**config.mk**
```make
export PLATFORM = sky130hd
export DESIGN_NAME = obj_draw
export DESIGN_NICKNAME = d
export VERILOG_FILES = /design/src/hw/obj_pkg.sv /design/src/hw/obj_draw.sv
export SDC_FILE = /design/constraint.sdc
export NUM_CORES = 1
export LEC_CHECK = 0
export ABC_AREA = 0
export BUFFER_PORTS_ARGS = -buffer_cell sky130_fd_sc_hd__buf_2
export CORE_AREA = 2 2 78 80
export DETAILED_ROUTE_END_ITERATION = 10
export DIE_AREA = 0 0 80 82
export PLACE_DENSITY = 0.73
export SLEW_MARGIN = 5
export SYNTH_ARGS = -nofsm -noshare
export SYNTH_HDL_FRONTEND = slang
export SYNTH_SLANG_ARGS = --single-unit
export TNS_END_PERCENT = 50
```
**constraint.sdc**
```tcl
create_clock -name clk -period 3.2 [get_ports clk]
set_clock_uncertainty 0.2 [all_clocks]
set_input_delay 0.32 -clock clk [delete_from_list [all_inputs] [get_ports clk]]
set_output_delay 0.32 -clock clk [all_outputs]
set_load 0.005 [all_outputs]
```
**src/hw/obj_pkg.sv**
```systemverilog
// ======================================================================
// Shared sizes, bus bundles and state types for the object block.
// Every object module imports this package, and the top level
// uses its types on its ports.
// ======================================================================

package obj_pkg;

    // Sizes
    localparam int OBJ_COUNT = 32;
    localparam int OBJ_H     = 16;
    localparam int LINE_W    = 256;
    localparam int ROM_AW    = 14;
    localparam int TBL_AW    = 7;

    typedef struct packed {
        logic       vflip;
        logic       hflip;
        logic [1:0] unused;
        logic [3:0] pal;
    } obj_attr_t;

    // Byte 3 down to byte 0
    typedef struct packed {
        logic [7:0] x;
        obj_attr_t  attr;
        logic [7:0] code;
        logic [7:0] y;
    } obj_entry_t;

    // Row already carries the vertical flip
    typedef struct packed {
        logic [7:0] code;
        logic [3:0] row;
        logic [7:0] x;
        logic [3:0] pal;
        logic       hflip;
    } draw_req_t;

    typedef struct packed {
        logic              cyc;
        logic              stb;
        logic              we;
        logic [TBL_AW-1:0] adr;
        logic [7:0]        dat;
    } wb_req_t;

    typedef struct packed {
        logic       ack;
        logic [7:0] dat;
    } wb_rsp_t;

    typedef enum logic [1:0] {SCAN_IDLE, SCAN_READ, SCAN_TEST, SCAN_WAIT} scan_state_e;

    typedef enum logic [1:0] {DRAW_IDLE, DRAW_FETCH, DRAW_PAINT} draw_state_e;

endpackage

```
**src/hw/obj_draw.sv**
```systemverilog
// ======================================================================
// Draw unit. For each request it fetches the four graphics words of
// one object row from the external ROM and writes the opaque pixels
// into the line buffer, one pixel per cycle.
// ======================================================================

`timescale 1ns/1ps

module obj_draw (
    input  logic                         clk,
    input  logic                         rst,
    input  logic                         draw_start,
    input  obj_pkg::draw_req_t           draw_req,
    output logic                         busy,
    output logic                         rom_cs,
    output logic [obj_pkg::ROM_AW-1:0]   rom_addr,
    input  logic [15:0]                  rom_data,
    input  logic                         rom_ok,
    output logic                         buf_we,
    output logic [7:0]                   buf_x,
    output logic [7:0]                   buf_pxl
);
    import obj_pkg::*;

    draw_state_e state;

    draw_req_t   req;
    logic [1:0]  word;
    logic [1:0]  pix;
    logic [15:0] data_q;
    logic [3:0]  colour;
    logic [3:0]  pxl_idx;
    logic [3:0]  ofs;
    logic [8:0]  pos;

    assign busy = state != DRAW_IDLE;

    // Address is code, row, word index
    assign rom_cs   = state == DRAW_FETCH;
    assign rom_addr = {req.code, req.row, word};

    // First pixel of the word sits in the top nibble
    assign colour  = data_q[15:12];
    assign pxl_idx = {word, pix};
    assign ofs     = req.hflip ? ~pxl_idx : pxl_idx;
    assign pos     = {1'b0, req.x} + {5'd0, ofs};

    // Transparent pixels and those past the right edge are skipped
    assign buf_we  = state == DRAW_PAINT && colour != 4'd0 && !pos[8];
    assign buf_x   = pos[7:0];
    assign buf_pxl = {req.pal, colour};

    always_ff @(posedge clk, posedge rst) begin
        if (rst) begin
            state <= DRAW_IDLE;
            word  <= '0;
            pix   <= '0;
        end else begin
            case (state)
                DRAW_IDLE: begin
                    if (draw_start) begin
                        word  <= '0;
                        pix   <= '0;
                        state <= DRAW_FETCH;
                    end
                end
                DRAW_FETCH: begin
                    if (rom_ok) begin
                        pix   <= '0;
                        state <= DRAW_PAINT;
                    end
                end
                DRAW_PAINT: begin
                    pix <= pix + 2'd1;
                    if (pix == 2'd3) begin
                        if (word == 2'd3) begin
                            state <= DRAW_IDLE;
                        end else begin
                            word  <= word + 2'd1;
                            state <= DRAW_FETCH;
                        end
                    end
                end
                default: begin
                    state <= DRAW_IDLE;
                end
            endcase
        end
    end

    // Request copy and pixel shifter
    always_ff @(posedge clk) begin
        if (state == DRAW_IDLE && draw_start) begin
            req <= draw_req;
        end
        if (state == DRAW_FETCH && rom_ok) begin
            data_q <= rom_data;
        end else if (state == DRAW_PAINT) begin
            data_q <= {data_q[11:0], 4'd0};
        end
    end

endmodule

```
# Yosys cells after proc, flatten, opt, wreduce, memory -nomap -nowiden
# Cells that the tools add are included.
# classes
n_eq_ne	8
muxes	14
reduce_logical	14
n_addsub	3
bitwise_logic	1
# ops
cell	n
16-bit two-way mux	2
2-bit two-way mux	7
2-bit one-hot mux with 3 select lines	2
8-bit by 4-bit adder with 9-bit output	1
2-bit equality test (second input constant)	3
2-bit != test (second input constant)	3
3-bit AND reduction	2
2-bit nonzero test	3
2-bit by 1-bit adder with 2-bit output (second input constant)	2
1-bit logical AND	4
4-bit two-way mux	1
4-bit inverter	1
2-bit one-hot mux with 2 select lines	1
4-bit AND reduction	1
4-bit nonzero test	1
3-bit nonzero test	1
2-bit by 1-bit equality test with 1-bit output (second input constant)	1
2-bit zero test	1
2-bit by 1-bit != test with 1-bit output (second input constant)	1
1-bit zero test	1
1-bit two-way mux	1
# word_totals
register_bits	47
output_inout_bits	33

# Depth between registers and ports, before layout
# logic_depth
ltp_word	5
mapped_depth	6
ltp_nobuf	6

# Worst setup path after synthesis
# Ideal clock, no wire load.
# synth_path
path_kind	reg-to-reg
startpoint	reg state[1]
endpoint	reg req (netlist bit buf_pxl[4]) (enable)
required_time_ns	2.593
setup_ns	0.407
path_stages_with_launch	4
synth_period_minus_slack_ns	2.519
path_buffers	1
slack_ns	0.681
arrival_time_ns	1.912
path_cell_list	dfrtp_1 buf_2 or2_2 nor2_1
# synth_between
elab_chain_cells	2
# synth_rtl
element	line_no	source
start, declared	obj_draw.sv:25	draw_state_e state;
start signal, assigned	obj_draw.sv:55	state <= DRAW_IDLE;
start signal, assigned	obj_draw.sv:64	state <= DRAW_FETCH;
start signal, assigned	obj_draw.sv:70	state <= DRAW_PAINT;
2-bit zero test	obj_draw.sv:93	if (state == DRAW_IDLE && draw_start) begin
1-bit logical AND	obj_draw.sv:93	
end signal, assigned	obj_draw.sv:94	req <= draw_req;
end, declared	obj_draw.sv:27	draw_req_t req;
# No other way between the ends.
# A chain may end at the register's enable or synchronous reset.

# Worst setup path after layout
# layout_path
startpoint	reg req[0] (netlist bit)
endpoint	out buf_x[4]
# layout_between
elab_chain_cells	2
# layout_rtl
element	line_no	source
4-bit two-way mux	obj_draw.sv:45	assign ofs = req.hflip ? ~pxl_idx : pxl_idx;
8-bit by 4-bit adder with 9-bit output	obj_draw.sv:46	assign pos = {1'b0, req.x} + {5'd0, ofs};
end, declared	obj_draw.sv:20	output logic [7:0] buf_x,
# No other way between the ends.

==> metrics.txt <==
Starting Density=38.9%; Clock Power Share=between 10% and 20%; CTS Hold Buffers Added=24; Final Critical Period=between 2 and 3 ns; Nets=290; Storage cell area=between 1000 and 1500 um2; Layout area overhead=29.1%; Antenna diodes=0; detailed-route via count=approximately 1.4k; Internal=1.43 mW; TritonCTS clock tree=yes; status=finished clean; via density per instance=between 4 and 5; Post-synth EDFFs=41; most frequent cells in the layout=buf_2, edfxtp_1, dlygate4sd3_1, mux2_4, mux2_2; Inst Count DP=281; max-cap violations=0; pin count of the biggest net entering global routing=26; CTS Buf Count=5; Non-Filler Instances=between 300 and 400; Site Rows=28; Primary FF master, synth=edfxtp_1; Combinational Power Share=between 30% and 40%; area of the multi-input gates=between 600 and 700 um2; post-layout util=between 50% and 60%; setup repair after global routing missed its margin=no; switching share of power=30.6%; Max Buffers Root-to-Sink=2; crit path kind=register to output port; WP buf/inv=1; Worst EP arrival=around 2.3 ns; Slew Viols, Final=0; Synth warnings=0; PostCTS Resize Cnt=0; post-synthesis cell type count=34; DRT Pass-1 Iters=4; Post-Syn Area=~2200 um2; GRT Util Overall=a little over an eighth; Synth Register Bits=47; NetSw=0.632 mW; Worst-Margin Slew=0.678 ns; Routed Antenna Nets=0; worst hold slack=slightly below 0.02 ns; Syn Area/Cell=about 15 um2; crit-path leading delay family=adder cells; Data required, critical path=roughly 2.7 ns; num ports=78; Post-route DRC=0; Die Y-Extent=82 um; final wirelength=roughly 4.3 mm; vias in the first global route=1373; slowest CP cell=edfxtp_1; final setup fails=0; Fin Setup TNS=0 ns; Tcrit/Tclk final=approximately nine tenths; total gr overflow=0; detailed-route wire length per cell=between 10 and 15 um; layout cells sized above 1=43.1%; Placeable Area=5750 um2; Post-CTS Setup Inserts=0; final total power=approximately 2.1 mW; post-DP HPWL=about 3.1 mm; Worst Path Max Fanout=4; crit path cell chain=xor2_1 -> ha_1 -> fa_1 -> a21o_1 -> a21oi_1 -> xnor2_1 -> buf_2; Leak=between 1 and 1.5 nW; port buffer count=between 70 and 80; die area=6560 um2; initial antenna violation count=0; Max IR drop VDD=0.366 mV; Clock Pin Slew Worst Setup and Hold Paths=around 0.080 ns; sequential fraction of the synthesis area=around 60%; htree depth=2; first-pass GRT wire length=between 6 and 7 mm; crit end category=output port; Post-Syn Nets=203; slew margin rel.=a little over half; final hold vios=0; commonest non-fill, non-tap cell in the layout=buf_2; worst min path class=primary input to register; startpoint type of the worst setup path=register; Cell Pwr Density=~720 nW/um2; Max Clock Freq=between 300 and 400 MHz; Post-Syn Instances=151; Root Buffer=clkbuf_8; Worst path max stage delay=about 0.47 ns; Worst-Skew Late Latency=between 0.2 and 0.3 ns; GP Congestion=between 0.7 and 0.8; Die Wd=approximately 80 um; initial DRC count=66; async set-reset flop share out of synthesis=about 13%; Fill cells=roughly 550; clock sinks=47; Reg power frac=roughly half
## Yosys cell counts (all sizes together), types with 4 or more instances
cell,count,area (um2)
inv,5,18.8
and3,5,31.3
xor2,6,52.6
o21ai,4,20.0
nand2,5,26.3
a22o,5,43.8
mux2,15,199
dfrtp,6,150
ha,6,75.1
edfxtp,41,1230
buf,22,166
## sequential cells by signal, summed over array words and instances (netlist names)
name      cells
pix           2
word          2
buf_pxl       4
data_q       16
req           9
rom_addr     12
state         2
## cell type report
cell class,count,area share [%]
Clock buffer,7,2.64
Clock inverter,1,0.173
Inverter,5,0.650
Multi-Input combinational cell,76,23.2
Sequential cell,47,47.8
Tap cell,75,3.25
Timing Repair Buffer,103,22.3
## logic make-up after synthesis
| kind of cell | share of synthesized area (%) |
|---|---|
| flip-flops | 61.7 |
| multiplexers | 8.89 |
| buffers and inverters | 8.44 |
| adder cells (fa/ha/maj) | 4.25 |
| AO/OA/AOI/OAI | 7.05 |
| XOR/XNOR | 3.52 |
| AND/OR/NAND/NOR | 6.10 |
## layer usage
metal	part of all wire (%)	wire length [um]	GRT usage (%)
met5	0	0	0
met4	1.9	82	6.61
met3	4.1	178	2.75
met2	52	2260	22.8
met1	42	1800	16.3
## power by group through the flow
stage	registers [mW]	clock network, mW	logic (mW)
floorplan	0.967	0	0.564
global placement	0.996	0	0.704
detailed placement	1.01	0	0.723
CTS	0.995	0.355	0.751
global route	1.01	0.375	0.822
finish	0.993	0.335	0.738
## final timing paths
check / from / end / slack, ns / depth (start not counted)
max in group asynchronous: rst / word[1] / 2.31 / 3
max: req[0] / buf_x[4] / 0.34 / 7
min in group asynchronous: rst / pix[0] / 0.28 / 3
min reg2reg: data_q[7] / data_q[11] / 0.35 / 1
max reg2reg: state[0] / data_q[9] / 1.15 / 3
min: draw_req[0] / req[0] / 0.02 / 1
## worst register-to-register path, stage by stage, from the launching register on
cell	delay [ns]
dfrtp_1	0.48
nor2b_4	0.27
nand2_4	0.18
nand2_1	0.56
## per-stage QoR
stage	cell area, um2	setup slack, ns
2_1_floorplan	2240	0.681
4_1_cts	2880	0.312
5_1_grt	2890	0.199
3_5_place_dp	2560	0.662
6_report	2890	0.341
3_3_place_gp	2560	0.762
(Power assumes the default switching activity.)
