===== config.mk =====
export PLATFORM = sky130hd
export DESIGN_NAME = obj_scan
export DESIGN_NICKNAME = d
export VERILOG_FILES = /design/src/hw/obj_pkg.sv /design/src/hw/obj_scan.sv
export SDC_FILE = /design/constraint.sdc
export NUM_CORES = 1
export LEC_CHECK = 0
export BUFFER_PORTS_ARGS = -buffer_cell sky130_fd_sc_hd__buf_4
export CAP_MARGIN = 15
export CORE_ASPECT_RATIO = 0.75
export CORE_MARGIN = 10
export CORE_UTILIZATION = 45
export DETAILED_ROUTE_END_ITERATION = 10
export PLACE_DENSITY = 0.79
export SETUP_SLACK_MARGIN = 0.15
export SYNTH_ARGS = -nofsm -noshare
export SYNTH_HDL_FRONTEND = slang
export SYNTH_SLANG_ARGS = --single-unit
export TNS_END_PERCENT = 50

===== constraint.sdc =====
create_clock -name clk -period 3.99 [get_ports clk]
set_input_delay 0.1995 -clock clk [delete_from_list [all_inputs] [get_ports clk]]
set_output_delay 0.1995 -clock clk [all_outputs]
set_load 0.005 [all_outputs]

===== src/hw/obj_pkg.sv =====
// ======================================================================
// Shared sizes, bus bundles and state types for the object block.
// Every object module imports this package, and the top level
// uses its types on its ports.
// ======================================================================

package obj_pkg;

    // Sizes
    localparam int OBJ_COUNT = 32;
    localparam int OBJ_H     = 16;
    localparam int LINE_W    = 256;
    localparam int ROM_AW    = 14;
    localparam int TBL_AW    = 7;

    typedef struct packed {
        logic       vflip;
        logic       hflip;
        logic [1:0] unused;
        logic [3:0] pal;
    } obj_attr_t;

    // Byte 3 down to byte 0
    typedef struct packed {
        logic [7:0] x;
        obj_attr_t  attr;
        logic [7:0] code;
        logic [7:0] y;
    } obj_entry_t;

    // Row already carries the vertical flip
    typedef struct packed {
        logic [7:0] code;
        logic [3:0] row;
        logic [7:0] x;
        logic [3:0] pal;
        logic       hflip;
    } draw_req_t;

    typedef struct packed {
        logic              cyc;
        logic              stb;
        logic              we;
        logic [TBL_AW-1:0] adr;
        logic [7:0]        dat;
    } wb_req_t;

    typedef struct packed {
        logic       ack;
        logic [7:0] dat;
    } wb_rsp_t;

    typedef enum logic [1:0] {SCAN_IDLE, SCAN_READ, SCAN_TEST, SCAN_WAIT} scan_state_e;

    typedef enum logic [1:0] {DRAW_IDLE, DRAW_FETCH, DRAW_PAINT} draw_state_e;

endpackage


===== src/hw/obj_scan.sv =====
// ======================================================================
// Line scanner. At each line start it walks the object table from the
// last entry down to entry 0, keeps the objects that cross the line
// being prepared and hands them to the draw unit one at a time.
// ======================================================================

`timescale 1ns/1ps

module obj_scan (
    input  logic                clk,
    input  logic                rst,
    input  logic                hinit,
    input  logic [7:0]          vrender,
    output logic [4:0]          scan_idx,
    input  obj_pkg::obj_entry_t scan_entry,
    output logic                draw_start,
    output obj_pkg::draw_req_t  draw_req,
    input  logic                draw_busy
);
    import obj_pkg::*;

    scan_state_e state;

    logic [4:0] idx;
    logic [8:0] ydiff;
    logic       on_line;
    logic [3:0] row;

    // Nine bits so that lines above y come out negative
    assign ydiff   = {1'b0, vrender} - {1'b0, scan_entry.y};
    assign on_line = ydiff < 9'(OBJ_H);

    // Vertical flip reads the rows bottom up
    assign row = scan_entry.attr.vflip ? 4'(OBJ_H - 1) - ydiff[3:0] : ydiff[3:0];

    assign scan_idx = idx;

    always_ff @(posedge clk, posedge rst) begin
        if (rst) begin
            state      <= SCAN_IDLE;
            idx        <= '0;
            draw_start <= 1'b0;
        end else begin
            draw_start <= 1'b0;
            if (hinit) begin
                // Restart even mid line
                idx   <= 5'(OBJ_COUNT - 1);
                state <= SCAN_READ;
            end else begin
                case (state)
                    SCAN_IDLE: begin
                        state <= SCAN_IDLE;
                    end
                    SCAN_READ: begin
                        // Entry shows up next cycle
                        state <= SCAN_TEST;
                    end
                    SCAN_TEST: begin
                        if (on_line) begin
                            state <= SCAN_WAIT;
                        end else if (idx == '0) begin
                            state <= SCAN_IDLE;
                        end else begin
                            idx   <= idx - 5'd1;
                            state <= SCAN_READ;
                        end
                    end
                    SCAN_WAIT: begin
                        // Hold the object until the draw unit is free
                        if (!draw_busy) begin
                            draw_start <= 1'b1;
                            if (idx == '0) begin
                                state <= SCAN_IDLE;
                            end else begin
                                idx   <= idx - 5'd1;
                                state <= SCAN_READ;
                            end
                        end
                    end
                    default: begin
                        state <= SCAN_IDLE;
                    end
                endcase
            end
        end
    end

    // Request payload
    always_ff @(posedge clk) begin
        if (state == SCAN_TEST && on_line) begin
            draw_req.code  <= scan_entry.code;
            draw_req.row   <= row;
            draw_req.x     <= scan_entry.x;
            draw_req.pal   <= scan_entry.attr.pal;
            draw_req.hflip <= scan_entry.attr.hflip;
        end
    end

endmodule


After elaboration in Yosys (flattened, before gate mapping)
Cells that the tools add are included.
Cells by class
  add/subtract/negate cells: 3
  order comparisons: 1
  eq/ne operators: 5
  multiplexer cells: 14
  reduce and logical (&&, ||, !) cells: 5
Operators with widths (number)
  2-to-1 mux 5 bit: 4
  case mux 5 bit (2 select lines): 1
  less-than comparator 9 x 5 -> 1 bit (second input constant): 1
  subtractor 8 x 8 -> 9 bit: 1
  case mux 2 bit (4 select lines): 1
  2-to-1 mux 2 bit: 3
  != test 3 bit (second input constant): 2
  logical NOT 5 bit: 1
  subtractor 5 x 1 -> 5 bit (second input constant): 1
  == test 2 bit (second input constant): 2
  2-to-1 mux 1 bit: 4
  2-to-1 mux 4 bit: 1
  subtractor 4 bit (first input constant): 1
  AND reduction 3 bit: 1
  nonzero test 3 bit: 1
  == test 2 x 1 -> 1 bit (second input constant): 1
  logical NOT 2 bit: 1
  logical AND 1 bit: 1
Word-level totals
  flip-flop bits (word level): 33
  input port bits: 44
  output and inout port bits: 31
  word-level logic and storage cells: 36

Logic depth before layout (Yosys ltp)
Gate-level depths: netlist of the first run.
  depth after elaboration: 5
  gate-level depth with buffers: 10
  mapped depth without buffers: 10

Worst setup path after synthesis of the first run
OpenSTA, ideal clock, no wires.
  path kind: input port to flip-flop
  start point: in vrender[0]
  end point: reg idx[3], in the netlist scan_idx[3]
  setup time: 131 ps
  arrival time: 2326 ps
  required time: 3859 ps
  path slack: 1533 ps
  cell stages on the path: 10
  path buffers: 0
  cells stage by stage: inv_1 ha_1 fa_1 nor2b_1 o21ai_0 nand2b_1 o2111ai_1 a21oi_4 nor4_1 or3_1
On the way
  word-level cells in the longest chain between the ends: 4
Ends and longest elaborated chain
  from (decl): RTL line obj_scan.sv:13  | input logic [7:0] vrender,
  subtractor 8 x 8 -> 9 bit: RTL line obj_scan.sv:30  | assign ydiff = {1'b0, vrender} - {1'b0, scan_entry.y};
  less-than comparator 9 x 5 -> 1 bit: RTL line obj_scan.sv:31  | assign on_line = ydiff < 9'(OBJ_H);
  != test 3 bit (no line)
  AND reduction 3 bit (no line)
  to (signal assigned): RTL line obj_scan.sv:47  | idx <= 5'(OBJ_COUNT - 1);
  to (signal assigned): RTL line obj_scan.sv:64  | idx <= idx - 5'd1;
  to (signal assigned): RTL line obj_scan.sv:75  | idx <= idx - 5'd1;
  to (decl): RTL line obj_scan.sv:24  | logic [4:0] idx;
No other way between the ends.
A chain may end at the register's enable or synchronous reset.

Worst setup path after layout of the first run
  start point: in vrender[0]
  end point: reg draw_req[3] (netlist name) (enable)
On the way
  word-level cells in the longest chain between the ends: 3
Ends and longest elaborated chain
  subtractor 8 x 8 -> 9 bit: RTL line obj_scan.sv:30
  less-than comparator 9 x 5 -> 1 bit: RTL line obj_scan.sv:31
  logical AND 1 bit: RTL line obj_scan.sv:90  | if (state == SCAN_TEST && on_line) begin
  to (decl): RTL line obj_scan.sv:17  | output obj_pkg::draw_req_t draw_req,
No other way between the ends.

==> results of run 1 <==
## final timing paths
check | cells past startpoint | from | end | slack [ps]
setup / recovery | 10 | vrender[0] | draw_req[3] | 1660
hold / removal | 1 | scan_entry[15] | draw_req[24] | 100
setup reg to reg | 6 | state[0] | draw_req[3] | 1980
hold reg to reg | 2 | state[0] | draw_start | 580
max in group asynchronous | 3 | rst | state[1] | 3320
min in group asynchronous | 3 | rst | scan_idx[1] | 430
## cells by family (layout without fill, tap and decap cells)
kind of cell             count (synthesis)  in the layout  synth area share [%]
flip-flops                              33             33                  60.0
AND/OR/NAND/NOR                         29             29                  10.4
AO/OA/AOI/OAI                           21             21                  10.3
buffers and inverters                   15             96                  3.55
adder cells (fa/ha/maj)                 12             12                  9.94
XOR/XNOR                                 7              7                  3.87
multiplexers                             3              3                  1.89
## cell type report
cell class | instances | area [um^2] | share of cell area, %
well taps | 40 | 50.0 | 2.17
clock buffers | 7 | 86.3 | 3.74
inverters | 14 | 52.6 | 2.28
clock inverters | 1 | 30.0 | 1.30
multi-input cells | 72 | 578 | 25.1
repair buffers | 74 | 558 | 24.2
flip-flops and latches | 33 | 951 | 41.2
## worst max-delay path, delay by kind of cell
kind | cells | cell delay, ps
AO/OA/AOI/OAI | 3 | 770
adder cells (fa/ha/maj) | 2 | 630
buffers and inverters | 3 | 470
AND/OR/NAND/NOR | 2 | 220
## power by group
group / total [mW] / switching [mW] / leakage [nW] / internal, mW
clock network: 0.316 / 0.112 / 0.0585 / 0.203
logic: 0.110 / 0.0485 / 0.650 / 0.0619
registers: 0.381 / 0.00436 / 0.307 / 0.377
## registers in the layout, summed over array words and instances, names as in the netlist
register	cells
draw_req	25
draw_start	1
scan_idx	5
state	2
## repair_timing
item / 4_1_cts / 5_1_grt
hold buffers: 1 / 0
endpoints found under the hold margin: 8 / 0
endpoints found under the setup margin: 0 / 0
buffers inserted: 0 / 0
## stage by stage
stage | instance area (um^2) | utilization, % | power (mW)
after floorplan | 1590 | - | 0.449
after global placement | 2180 | 65.4 | 0.493
after detailed placement | 2180 | 65.4 | 0.498
after CTS | 2310 | 69.2 | 0.816
after global routing | 2310 | 69.2 | 0.844
final | 2310 | 69.2 | 0.807
## cells in the mapped netlist, drive strengths merged, types with 2 or more instances
library cell | instances | share of area, %
a21oi | 5 | 2.3
or4 | 2 | 0.95
nand2b | 3 | 1.2
xnor2 | 6 | 3.3
a211o | 2 | 1.1
inv | 14 | 3.3
nor2 | 6 | 1.4
edfxtp | 25 | 47
nor3 | 3 | 0.95
nor2b | 3 | 1.2
nor4 | 2 | 0.79
dfrtp | 8 | 13
o21ai | 5 | 1.6
a211oi | 2 | 1.3
ha | 11 | 8.7
mux2i | 3 | 1.9
and3 | 2 | 0.87
nand3b | 2 | 0.95
o211ai | 2 | 1.3
nand2 | 3 | 0.71
## cells in the final DEF (no fill, tap or decap), drive strengths merged, types with 2 or more instances in the layout
cell    instances
nor2            6
o21ai           5
a21oi           5
nor3            3
or4             2
inv            14
nand2           3
a211o           2
and3            2
nor2b           3
mux2i           3
nor4            2
buf            73
nand2b          3
o211ai          2
edfxtp         25
a211oi          2
dfrtp           8
xnor2           6
nand3b          2
clkbuf          7
ha             11
## per-layer routing
layer | vias to the layer above | global-route usage [%] | part of all wire [%]
li1 | 596 | - | -
met1 | 562 | 14.2 | 44
met2 | 48 | 21.1 | 48
met3 | 0 | 4.52 | 7.5
met4 | 0 | 2.68 | 0
met5 | - | 0 | 0
==> summary.txt, run 1 <==
run status - complete, no violations
register area share after synthesis - 60.0%
Power Density - 350 nW/um^2
top achievable clock speed - 429 MHz
Initial Util - 47.6%
share of synthesized registers carrying an async set or reset - 24.2%
share of the clock period used by the worst path after layout - 58.5%
crit end category - flop
port buffer count - 72
Sink Count - 33
GP Congestion - 0.825
number of buffers between clock root and the deepest sink - 2
HPWL after DPL - 3.26 mm
CTS tree - yes
root buf cell - clkbuf_8
Fin Hold WS - 102 ps
number of top-level design ports - 75
Syn Inst Count - 120
horizontal die dimension - 88.5 um
Peak supply drop - 203 uV
Tightest Hold Check Type - input pin to flop
vias in the first global route - 1,303
min Tclk post-route - 2330 ps
number of synthesized flops with an enable pin - 25
post-synthesis instance area - 1590 um^2
setup TNS - 0 ps
most used flip-flop cell after synthesis - edfxtp_1
Crit-path slowest cell - a21oi_4
WS Path Type - input pin to flop
H-tree Lvls - 2
Die ar. - 6320 um^2
transition time at the pin with the least slew margin - 561 ps
number of antenna violations at the first check in global routing - 0
Num CTS Buffers - 5
sum of overflow across all layers after global routing - 0
arrival time of data at the critical path endpoint - 2300 ps
clk_lat worst skew - 270 ps
standby leakage power - 1.02 nW
final hold vios - 0
Max FO, Critical Path - 18
Global Route Usage Sum - 12.2%
flip-flop and latch count after synthesis - 33
Antenna diodes - 0
worst relative slew slack - 62.1%
Post-Layout Cell Count - 241
vias per std cell - 5.00
clk slew on worst S/H paths - 60 ps
Crit path top cell by count - buf_4
Synth warnings - 0
total core area - 3330 um^2
critical path startpoint category - input pin
maximum single-stage delay on the critical path - 510 ps
ordered list of cells on the worst path - buf_4 -> inv_1 -> ha_1 -> fa_1 -> nor2b_1 -> o21ai_0 -> nand2b_1 -> o2111ai_1 -> a21oi_4 -> buf_4
total number of vias - 1,206
total wirelength of the detailed-routed design - 3.93 mm
nets in the synthesized netlist - 176
final setup violation count - 0
total iterations of the first detailed-routing run - 3
Slew Limit Fails - 0
height of the chip - 71.4 um
layout overhead on the synthesized area - 45.5%
Resized cells post-CTS - 0
post-route setup slack - 1660 ps
fill count - 254
number of nets at the end of the flow - 256
DRC viols - 0
worst clock skew - 1.80 ps
total of max-cap violations - 0
per-cell routed wire length - 16.3 um
layout cells sized above 1 - 41.8%
Post-Place Cells - 232
number of DRC markers after the initial detailed-route iteration - 48
Row Count - 18
global-route wire length before repair - 6.18 mm
Post-Place Setup Slack - 1380 ps
number of distinct standard cells referenced by the synthesized netlist - 36
unrepaired setup endpoints after global routing - no
maximum number of pins on one net before global-route repair - 19
critical path required time - 3960 ps
average cell area after synthesis - 13.2 um^2
number of antenna-violating nets in the routed design - 0
Note: power is estimated with default switching activity, not from simulation.
==> run 2: changes to the inputs <==
==> constraint.sdc (replaced) <==
create_clock -name clk -period 2.45 [get_ports clk]
set_input_delay 0.1225 -clock clk [delete_from_list [all_inputs] [get_ports clk]]
set_output_delay 0.1225 -clock clk [all_outputs]
set_load 0.005 [all_outputs]
==> run 2 against run 1 <==
Compared with the run above: critical path type unchanged; die area is the same; highest routed layer is now met4; via count up 3.6%; critical endpoint is now draw_req[9]; cell count grew 0.83%; global-route usage fell by 0.11 points; non-clock buffer count up 2; clock power rose by 55%; wire length increased by 1.2%; core utilization grew 0.49 points; sequential power grew 63%; clock skew grew 7.6 ps; register-to-register slack worse by 1400 ps.
==> summary.txt, run 2 (synthesis results as in run 1) <==
WS Path Type - input pin to flop
top achievable clock speed - 486 MHz
Num CTS Buffers - 5
internal power - 1.02 mW
Antenna diodes - 0
GP Congestion - 0.831
critical path required time - 2420 ps
busiest grt layer - met2
Slew Limit Fails - 0
Max FO, Critical Path - 17
global-route wire length before repair - 6.05 mm
Power, Total - 1.29 mW
CTS tree - yes
Row Count - 18
top library cells by usage in the layout, fill and taps aside - 74 x buf_4, 25 x edfxtp_1, 14 x inv_1
H-tree Lvls - 2
setup TNS - 0 ps
run status - complete, no violations
met2 Resource Use GR - 19.6%
number of DRC markers after the initial detailed-route iteration - 71
number of antenna violations at the first check in global routing - 0
startpoint of the worst setup timing path - vrender[5]
sum of overflow across all layers after global routing - 0
final setup violation count - 0
Initial Util - 47.6%
maximum number of pins on one net before global-route repair - 18
port buffer count - 72
Logic pwr share - 14.3%
worst relative slew slack - 60.2%
total wirelength of the detailed-routed design - 3.98 mm
clock network fraction of design power - 37.8%
total non-filler cell area in the finished layout - 2320 um^2
layout overhead on the synthesized area - 46.5%
layout cells sized above 1 - 42.4%
clk_lat worst skew - 280 ps
unrepaired setup endpoints after global routing - no
min Tclk post-route - 2060 ps
Resized cells post-CTS - 0
number of buffers between clock root and the deepest sink - 2
worst-case reg-to-reg path depth - 6
number of flip-flops in the largest register - 25
Peak supply drop - 361 uV
vias in the first global route - 1,299
number of top-level design ports - 75
register with the highest flop count - draw_req
arrival time of data at the critical path endpoint - 2020 ps
post-place instance area - 2200 um^2
horizontal die dimension - 88.5 um
number of antenna-violating nets in the routed design - 0
switching power - 0.278 mW
share of the clock period used by the worst path after layout - 84.0%
sequential fraction of design power - 47.9%
capture point of the worst path - draw_req[9]
height of the chip - 71.4 um
Die ar. - 6320 um^2
most common cell after layout, fill and taps aside - buf_4
vias per std cell - 5.14
switch share - 21.5%
final hold vios - 0
crit end category - flop
Worst R2R Setup Slack - 600 ps
Tightest Hold Check Type - input pin to flop
met3 global-route usage - 5.99%
standby leakage power - 1.02 nW
number of nets at the end of the flow - 258
Sink Count - 33
DRC viols - 0
Power Density - 557 nW/um^2
transition time at the pin with the least slew margin - 590 ps
clk slew on worst S/H paths - 70 ps
Global Route Usage Sum - 12.1%
total number of vias - 1,250
total of max-cap violations - 0
total iterations of the first detailed-routing run - 4
worst reg2reg path endpoint - scan_idx[3]
total core area - 3330 um^2
HPWL after DPL - 3.22 mm
source of the worst register-to-register timing path - scan_idx[0]
per-cell routed wire length - 16.4 um
critical path startpoint category - input pin
worst clock skew - 9.38 ps
root buf cell - clkbuf_8
routing usage on met1 - 14.2%
## run 2: changes by cell type in the layout (fill, tap and decap cells not counted), sizes merged
cell	before	now
buf	73	74
clkinv	0	1
clkbuf	7	6
dlygate4sd3	1	2
## run 2: layout make-up
type	count	area [um^2]
inverters	14	52.6
clock inverters	2	33.8
flip-flops and latches	33	951
well taps	40	50.0
multi-input cells	72	587
clock buffers	6	72.6
fillers	261	1010
repair buffers	76	576
## run 2: power groups by stage
stage / Combinational [mW] / Sequential [mW] / Clock, mW
CTS: 0.184 / 0.620 / 0.500
floorplan: 0.103 / 0.631 / 0
global placement: 0.174 / 0.632 / 0
global route: 0.205 / 0.621 / 0.527
detailed placement: 0.182 / 0.632 / 0
finish: 0.185 / 0.620 / 0.489
## run 2: per-stage QoR
stage	hold slack [ps]	cells	setup WS [ps]	util, %
after floorplan	-61.8	120	155	-
after global placement	85.6	233	297	65.9
after detailed placement	104	233	177	65.9
after CTS	10.8	242	460	69.4
after global routing	1.66	243	335	69.7
final	16.3	243	391	69.7
## run 2: worst min-delay path by stage
stage | start | endpoint | slack [ps] | cells after the start
finish | scan_entry[25] | draw_req[6] | 20 | 1
global route | scan_entry[28] | draw_req[9] | 2 | 1
floorplan | rst | draw_start | -60 | 1
CTS | scan_entry[17] | draw_req[2] | 10 | 1
global placement | rst | draw_start | 90 | 2
detailed placement | rst | draw_start | 100 | 2
## run 2: repair_timing
item,in CTS,in global routing
setup buffers,0,0
hold buffers,1,1
endpoints found under the hold margin,8,1
## run 2: metal layers
layer / part of all wire (%) / vias up
met3: 10 / 4
met1: 43 / 586
met2: 46 / 57
met5: 0 / -
met4: 0.70 / 0
li1: - / 603
## run 2: worst max-delay path, stage by stage
cell,delay (ps)
buf_4,110
ha_1,370
a211oi_1,340
o21ai_1,160
a211oi_2,250
o211ai_2,150
a21oi_4,240
buf_4,290
